**config.mk**
```make
export PLATFORM = sky130hd
export DESIGN_NAME = acq_link
export DESIGN_NICKNAME = d
export VERILOG_FILES = /design/src/hdl/acq_link_pkg.sv /design/src/hdl/acq_link.sv /design/src/hdl/adc_scan.sv /design/src/hdl/link_control.sv /design/src/hdl/pair_sequencer.sv /design/src/hdl/serial_tx.sv /design/src/hdl/tx_buffer.sv
export SDC_FILE = /design/constraint.sdc
export NUM_CORES = 1
export LEC_CHECK = 0
export ABC_AREA = 1
export BUFFER_PORTS_ARGS = -buffer_cell sky130_fd_sc_hd__buf_2
export CAP_MARGIN = 20
export CORE_MARGIN = 2
export CORE_UTILIZATION = 40
export DETAILED_ROUTE_END_ITERATION = 7
export GPL_TIMING_DRIVEN = 0
export SYNTH_ARGS = -nofsm -noshare
export SYNTH_HDL_FRONTEND = slang
export SYNTH_HIERARCHICAL = 1
export SYNTH_SLANG_ARGS = --single-unit
```
**constraint.sdc**
```tcl
create_clock -name clock -period 2.87 [get_ports clock]
set_input_delay 0.861 -clock clock [delete_from_list [all_inputs] [get_ports clock]]
set_output_delay 0.861 -clock clock [all_outputs]
set_load 0.02 [all_outputs]
```
**src/hdl/acq_link_pkg.sv**
```systemverilog
`default_nettype none

package acq_link_pkg;

	// width of a converted word, also the width of the serial byte
	localparam int data_width = 8;

	// width of the canale output toward the external multiplexer
	localparam int chan_width = 4;

	// converter scan sequence
	typedef enum logic [2:0] {
		scan_mux_on       = 3'd0,
		scan_settle       = 3'd1,
		scan_start_conv   = 3'd2,
		scan_wait_conv    = 3'd3,
		scan_latch        = 3'd4,
		scan_request      = 3'd5,
		scan_request_wait = 3'd6,
		scan_wait_ready   = 3'd7
	} scan_state_t;

	// two link shots per scan request
	typedef enum logic [1:0] {
		pair_idle         = 2'd0,
		pair_fire         = 2'd1,
		pair_wait_confirm = 2'd2,
		pair_finish       = 2'd3
	} pair_state_t;

	// load, send and confirm toward the transmit buffer
	typedef enum logic [1:0] {
		link_idle     = 2'd0,
		link_load     = 2'd1,
		link_send     = 2'd2,
		link_wait_end = 2'd3
	} link_state_t;

	// frame slots, the data slots are consecutive so the bit index can be derived
	typedef enum logic [3:0] {
		slot_start = 4'd0,
		slot_bit0  = 4'd1,
		slot_bit1  = 4'd2,
		slot_bit2  = 4'd3,
		slot_bit3  = 4'd4,
		slot_bit4  = 4'd5,
		slot_bit5  = 4'd6,
		slot_bit6  = 4'd7,
		slot_bit7  = 4'd8,
		slot_stop  = 4'd9
	} bit_slot_t;

endpackage

`default_nettype wire

```
**src/hdl/acq_link.sv**
```systemverilog
`timescale 1ns/1ps
`default_nettype none

module acq_link #(
	parameter int bit_delay    = 104,
	parameter int num_channels = 8
) (
	input  wire                                 clock,
	input  wire                                 reset,
	input  wire                                 eoc,
	input  wire  [acq_link_pkg::data_width-1:0] data_in,
	input  wire                                 dsr,
	output logic                                soc,
	output logic                                load_dato,
	output logic                                add_mpx2,
	output logic [acq_link_pkg::chan_width-1:0] canale,
	output logic                                mux_en,
	output logic                                error,
	output logic                                data_out
);

	import acq_link_pkg::*;

	// scan to pair handshake
	logic send_data;
	logic rdy;
	// pair to link
	logic shot;
	logic confirm;
	// link to buffer
	logic load;
	logic send;
	// buffer to shifter
	logic [data_width-1:0] out_reg;
	logic                  send_en;
	logic                  tx_end;

	adc_scan #(
		.num_channels(num_channels)
	) u_adc_scan (
		.clock    (clock),
		.reset    (reset),
		.eoc      (eoc),
		.mux_en   (mux_en),
		.soc      (soc),
		.load_dato(load_dato),
		.canale   (canale),
		.send_data(send_data),
		.rdy      (rdy)
	);

	pair_sequencer u_pair_sequencer (
		.clock    (clock),
		.reset    (reset),
		.send_data(send_data),
		.rdy      (rdy),
		.shot     (shot),
		.confirm  (confirm),
		.add_mpx2 (add_mpx2)
	);

	link_control u_link_control (
		.clock  (clock),
		.reset  (reset),
		.shot   (shot),
		.load   (load),
		.send   (send),
		.tx_end (tx_end),
		.confirm(confirm)
	);

	tx_buffer u_tx_buffer (
		.clock  (clock),
		.reset  (reset),
		.load   (load),
		.send   (send),
		.data_in(data_in),
		.dsr    (dsr),
		.tx_end (tx_end),
		.out_reg(out_reg),
		.send_en(send_en),
		.error  (error)
	);

	serial_tx #(
		.bit_delay(bit_delay)
	) u_serial_tx (
		.clock   (clock),
		.reset   (reset),
		.send_en (send_en),
		.out_reg (out_reg),
		.data_out(data_out),
		.tx_end  (tx_end)
	);

endmodule

`default_nettype wire

```
**src/hdl/adc_scan.sv**
```systemverilog
`timescale 1ns/1ps
`default_nettype none

module adc_scan #(
	parameter int num_channels = 8
) (
	input  wire                                   clock,
	input  wire                                   reset,
	input  wire                                   eoc,
	output logic                                  mux_en,
	output logic                                  soc,
	output logic                                  load_dato,
	output logic [acq_link_pkg::chan_width-1:0]   canale,
	output logic                                  send_data,
	input  wire                                   rdy
);

	import acq_link_pkg::*;

	// highest channel number before the counter wraps
	localparam logic [chan_width-1:0] last_channel = chan_width'(num_channels - 1);

	scan_state_t state;

	always_ff @(posedge clock) begin
		if (reset) begin
			state     <= scan_mux_on;
			mux_en    <= 1'b0;
			soc       <= 1'b0;
			load_dato <= 1'b0;
			canale    <= '0;
			send_data <= 1'b0;
		end else begin
			case (state)
				// enable the multiplexer first
				scan_mux_on: begin
					mux_en <= 1'b1;
					state  <= scan_settle;
				end
				// one idle cycle so the analog path settles
				scan_settle: begin
					state <= scan_start_conv;
				end
				scan_start_conv: begin
					soc   <= 1'b1;
					state <= scan_wait_conv;
				end
				// eoc high means the converter is still busy, hold here
				scan_wait_conv: begin
					if (!eoc) begin
						load_dato <= 1'b1;
						mux_en    <= 1'b0;
						state     <= scan_latch;
					end
				end
				// load_dato is a single cycle strobe
				scan_latch: begin
					load_dato <= 1'b0;
					soc       <= 1'b0;
					// next channel, wraps after num_channels
					if (canale == last_channel) begin
						canale <= '0;
					end else begin
						canale <= canale + 1'b1;
					end
					state <= scan_request;
				end
				scan_request: begin
					send_data <= 1'b1;
					state     <= scan_request_wait;
				end
				// give the pair stage a cycle to react
				scan_request_wait: begin
					state <= scan_wait_ready;
				end
				scan_wait_ready: begin
					if (rdy) begin
						send_data <= 1'b0;
						state     <= scan_mux_on;
					end
				end
				default: begin
					state <= scan_mux_on;
				end
			endcase
		end
	end

endmodule

`default_nettype wire

```
**src/hdl/link_control.sv**
```systemverilog
`timescale 1ns/1ps
`default_nettype none

module link_control (
	input  wire  clock,
	input  wire  reset,
	input  wire  shot,
	output logic load,
	output logic send,
	input  wire  tx_end,
	output logic confirm
);

	import acq_link_pkg::*;

	link_state_t state;

	always_ff @(posedge clock) begin
		if (reset) begin
			state   <= link_idle;
			load    <= 1'b0;
			send    <= 1'b0;
			confirm <= 1'b0;
		end else begin
			case (state)
				// confirm only lasts the cycle after tx_end
				link_idle: begin
					confirm <= 1'b0;
					if (shot) begin
						load  <= 1'b1;
						state <= link_load;
					end
				end
				// byte goes into the buffer, then ask for transmission
				link_load: begin
					load  <= 1'b0;
					send  <= 1'b1;
					state <= link_send;
				end
				link_send: begin
					send  <= 1'b0;
					state <= link_wait_end;
				end
				// stays here for good if the buffer refused the send
				link_wait_end: begin
					if (tx_end) begin
						confirm <= 1'b1;
						state   <= link_idle;
					end
				end
				default: begin
					state <= link_idle;
				end
			endcase
		end
	end

endmodule

`default_nettype wire

```
**src/hdl/pair_sequencer.sv**
```systemverilog
`timescale 1ns/1ps
`default_nettype none

module pair_sequencer (
	input  wire  clock,
	input  wire  reset,
	input  wire  send_data,
	output logic rdy,
	output logic shot,
	input  wire  confirm,
	output logic add_mpx2
);

	import acq_link_pkg::*;

	pair_state_t state;

	// set once the first word of the pair has been confirmed
	logic mpx;

	always_ff @(posedge clock) begin
		if (reset) begin
			state    <= pair_idle;
			rdy      <= 1'b0;
			shot     <= 1'b0;
			add_mpx2 <= 1'b0;
			mpx      <= 1'b0;
		end else begin
			case (state)
				// accept a scan request
				pair_idle: begin
					if (send_data) begin
						rdy   <= 1'b1;
						state <= pair_fire;
					end
				end
				// one cycle shot toward the link
				pair_fire: begin
					shot  <= 1'b1;
					state <= pair_wait_confirm;
				end
				pair_wait_confirm: begin
					shot <= 1'b0;
					if (confirm) begin
						if (!mpx) begin
							// first word done, the second one goes out flagged
							mpx      <= 1'b1;
							add_mpx2 <= 1'b1;
							state    <= pair_fire;
						end else begin
							// pair complete
							mpx      <= 1'b0;
							add_mpx2 <= 1'b0;
							rdy      <= 1'b0;
							state    <= pair_finish;
						end
					end
				end
				// one quiet cycle before the next request is taken
				pair_finish: begin
					state <= pair_idle;
				end
				default: begin
					state <= pair_idle;
				end
			endcase
		end
	end

endmodule

`default_nettype wire

```
**src/hdl/serial_tx.sv**
```systemverilog
`timescale 1ns/1ps
`default_nettype none

module serial_tx #(
	parameter int bit_delay = 104
) (
	input  wire                                 clock,
	input  wire                                 reset,
	input  wire                                 send_en,
	input  wire  [acq_link_pkg::data_width-1:0] out_reg,
	output logic                                data_out,
	output logic                                tx_end
);

	import acq_link_pkg::*;

	// timer counts 0 to bit_delay, so each slot is bit_delay+1 cycles
	localparam int timer_width = (bit_delay > 0) ? $clog2(bit_delay + 1) : 1;
	localparam logic [timer_width-1:0] timer_last = timer_width'(bit_delay);

	bit_slot_t              slot;
	logic [timer_width-1:0] timer;
	logic [2:0]             bit_index;
	logic                   frame_bit;
	logic                   active;

	// hold off for the tx_end cycle, send_en drops on the next edge
	assign active = send_en && !tx_end;

	// bit0 carries the MSB
	assign bit_index = 3'(data_width - int'(slot));

	// line level for the current slot
	always_comb begin
		case (slot)
			slot_start: frame_bit = 1'b0;
			slot_stop:  frame_bit = 1'b1;
			default:    frame_bit = out_reg[bit_index];
		endcase
	end

	always_ff @(posedge clock) begin
		if (reset) begin
			slot     <= slot_start;
			timer    <= '0;
			data_out <= 1'b1;
			tx_end   <= 1'b0;
		end else begin
			tx_end <= 1'b0;
			if (active) begin
				// output lags the slot by one cycle, same for every slot
				data_out <= frame_bit;
				if (timer == timer_last) begin
					timer <= '0;
					if (slot == slot_stop) begin
						slot   <= slot_start;
						tx_end <= 1'b1;
					end else begin
						slot <= bit_slot_t'(slot + 4'd1);
					end
				end else begin
					timer <= timer + 1'b1;
				end
			end else begin
				// idle line is high
				data_out <= 1'b1;
				timer    <= '0;
				slot     <= slot_start;
			end
		end
	end

endmodule

`default_nettype wire

```
**src/hdl/tx_buffer.sv**
```systemverilog
`timescale 1ns/1ps
`default_nettype none

module tx_buffer (
	input  wire                                 clock,
	input  wire                                 reset,
	input  wire                                 load,
	input  wire                                 send,
	input  wire  [acq_link_pkg::data_width-1:0] data_in,
	input  wire                                 dsr,
	input  wire                                 tx_end,
	output logic [acq_link_pkg::data_width-1:0] out_reg,
	output logic                                send_en,
	output logic                                error
);

	// buffer holds a byte not yet sent
	logic full;

	// later assignments win, so load and send override the tx_end clear
	always_ff @(posedge clock) begin
		if (reset) begin
			out_reg <= '0;
			full    <= 1'b0;
			send_en <= 1'b0;
			error   <= 1'b0;
		end else begin
			// frame finished, buffer free again
			if (tx_end) begin
				send_en <= 1'b0;
				full    <= 1'b0;
			end
			// overwrite of a pending byte is an error
			if (load) begin
				if (!full) begin
					out_reg <= data_in;
					full    <= 1'b1;
					error   <= 1'b0;
				end else begin
					error <= 1'b1;
				end
			end
			// nothing to send, or the far end is not ready
			if (send) begin
				if (!full || !dsr) begin
					error <= 1'b1;
				end else begin
					error   <= 1'b0;
					send_en <= 1'b1;
				end
			end
		end
	end

endmodule

`default_nettype wire

```
==> summary.md <==
| Metric | Value |
|---|---|
| Grt ovf | `0` |
| GP Congestion | `0.780` |
| Initial Util | `0.413` |
| Post_cts resized | `0` |
| Min-delay src | `u_adc_scan/load_dato` |
| Final nets | `359` |
| Actual slew at the worst max-slew pin | `0.391 ns` |
| Die footprint | `0.00627 mm2` |
| Adder-Cell Fraction of Synth Area | `0.0885` |
| Via/cell ratio | `4.60` |
| R2R depth | `8` |
| CP endpoint kind | `primary output` |
| IO Port Bufs | `21` |
| Yosys warns | `6` |
| Endpoints failing setup | `0` |
| Max FFs per register | `8` |
| Most frequent cells after synthesis | `nand2_1 (58), dfxtp_1 (45), inv_1 (37), nor2_1 (37), nand3_1 (25)` |
| Fmax | `564 MHz` |
| Leakage | `0.00112 uW` |
| Most used DFF post-synth | `dfxtp_1` |
| RSZ-0062 raised after global routing | `no` |
| Utilization after layout | `0.465` |
| First-pass GRT wire length | `7.16 mm` |
| Compound-Gate Fraction of Synth Area | `0.0963` |
| CTS H-tree depth | `2` |
| Reg2reg start | `u_serial_tx/slot[0]` |
| Maximum vdd drop | `379 uV` |
| Max cap viols | `0` |
| Setup bufs post-CTS | `0` |
| Slew Viols, Final | `0` |
| Hold worst-path end | `u_adc_scan/load_dato` |
| Critical Path RT | `2.01 ns` |
| Number of global-route vias before repair | `1694` |
| Yosys top cell by area | `dfxtp_1` |
| Multiplexer area fraction after synthesis | `0` |
| Crit Path Max Fanout | `5` |
| DRC | `0` |
| CTS Root Cell | `clkbuf_8` |
| Main combinational cell family by area after synthesis | `simple AND/OR/NAND/NOR gates` |
| DIE HEIGHT | `79.2 um` |
| Hold depth | `2` |
| Top-count cell post-synth | `nand2_1` |
| Num rows | `27` |
| Number of fill cells | `599` |
| CP arrival | `0.91 ns` |
| CTS tree | `done` |
| DRT Wirelength | `3.90 mm` |
| Mapped cell area | `0.00226 mm2` |
| Max-slew headroom | `0.739` |
| Later-pin clock latency in the skew report | `0.30 ns` |
| CP startpoint | `u_adc_scan/canale[2]` |
| Clock Path Buffers | `2` |
| Hold WC Path Type | `reg2reg` |
| Buf/Inv on CP | `1` |
| CTS sink count | `45` |
| Worst-path cell chain | `buf_2` |
| Post-synthesis xor/xnor area fraction | `0.0194` |
| Crit Path Category | `reg2out` |
| CTS hold repair buffers | `0` |
| Cells after synthesis | `303` |
| Initial antenna violation count | `0` |
| Delay-heaviest family, CP | `flip-flops` |
| Sequential-to-total area share from yosys stat | `0.398` |
| R2r setup slk | `1.37 ns` |
| First-pass detailed-route iteration total | `4` |
| Area growth syn-to-layout | `12.6%` |
| Synth async-reset ratio | `0` |
| Syn_nets | `331` |
| Unique masters post-synth | `31` |
| Syn_area_per_cell | `7.46 um2` |
| Period utilization | `0.617` |
| CTS buffer count | `5` |
| Worst Setup Start Kind | `flip-flop` |
| Setup tns final | `0 ns` |
| EDFF count, synth | `0` |
| Largest net degree at the start of global routing | `16` |
| Reg2reg end | `u_serial_tx/data_out` |
| HPWL Detailed | `2.91 mm` |
| Post-route ant nets | `0` |
| Seq cells post-synth | `45` |
| Gr usage total | `0.141` |
| DR WL/cell | `9.65 um` |
| Synth top area cells | `dfxtp_1 (40%), nand2_1 (9.6%), ha_1 (8.9%)` |
| Die width | `79.2 um` |
| IO Pins | `22` |
| Initial DRC count | `44` |
| Share of layout cells above drive strength 1 | `0.187` |
| Run status | `complete, no violations` |
| Ant. Diodes | `0` |
| Max incr delay on CP | `0.41 ns` |
| Final min period | `1.77 ns` |
| Post-Synth Simple-Gate Area | `0.310` |
| Pwr dens | `660 mW/mm2` |
| Vias | `1858` |
| Core Area | `0.00547 mm2` |
| Synth top area share | `0.398` |
| Critical-path top delay cell | `dfxtp_1` |
| Final hold viol count | `0` |
| Clock Skew | `0.00853 ns` |
| Worst-path clk slew | `0.09 ns` |
==> worst max path at each step <==
stage | end | depth (start not counted)
floorplan | u_adc_scan/state[1] | 3
global placement | u_adc_scan/canale[0] | 5
detailed placement | u_adc_scan/canale[0] | 5
CTS | canale[2] | 1
global route | canale[2] | 1
finish | canale[2] | 1
==> metrics by stage <==
step	hold slack [ns]	instances	setup WS (ns)	power, uW	area [um2]
5_1_grt	0.482	404	1.04	1830	2550
6_report	0.466	404	1.10	1680	2550
4_1_cts	0.465	404	1.08	1710	2550
2_1_floorplan	0.430	303	1.43	1200	2260
3_3_place_gp	0.448	396	1.03	1290	2460
3_5_place_dp	0.451	396	1.04	1300	2460
==> cells by family after synthesis <==
group / after synthesis
buffers and inverters: 49
flip-flops: 45
XOR/XNOR: 5
AO/OA/AOI/OAI: 41
adder cells (fa/ha/maj): 16
AND/OR/NAND/NOR: 147
==> cells in the final DEF, fill, tap and decap left out, drive strengths merged, types with 2 or more instances in the layout <==
cell     n
inv     47
ha      16
nand3   26
a21oi   21
xnor2    2
nor2    47
dfxtp   45
xor2     3
clkbuf   6
nor3     3
nor3b    2
nand2   64
buf     22
o21ai   18
nand3b   3
clkinv   2
==> routing by layer <==
metal | wire length [um] | global-route usage | vias up
li1 | - | - | 1010
met1 | 1890 | 0.173 | 810
met2 | 1780 | 0.239 | 31
met3 | 177 | 0.0386 | 7
met4 | 57 | 0.0466 | 0
met5 | 0 | 0 | -
==> where the power goes <==
part	switching (uW)	internal [uW]
combinational	280	187
clock	226	173
sequential	83.3	732
==> final cells by class <==
type	instances	area [um2]	area share
Buffer	2	15.0	0.00590
Clock buffer	5	68.8	0.0270
Clock inverter	3	21.3	0.00835
Inverter	47	181	0.0713
Multi-Input combinational cell	209	1160	0.457
Sequential cell	45	901	0.354
Tap cell	72	90.1	0.0354
Timing Repair Buffer	21	105	0.0413
(Power assumes the default switching activity.)
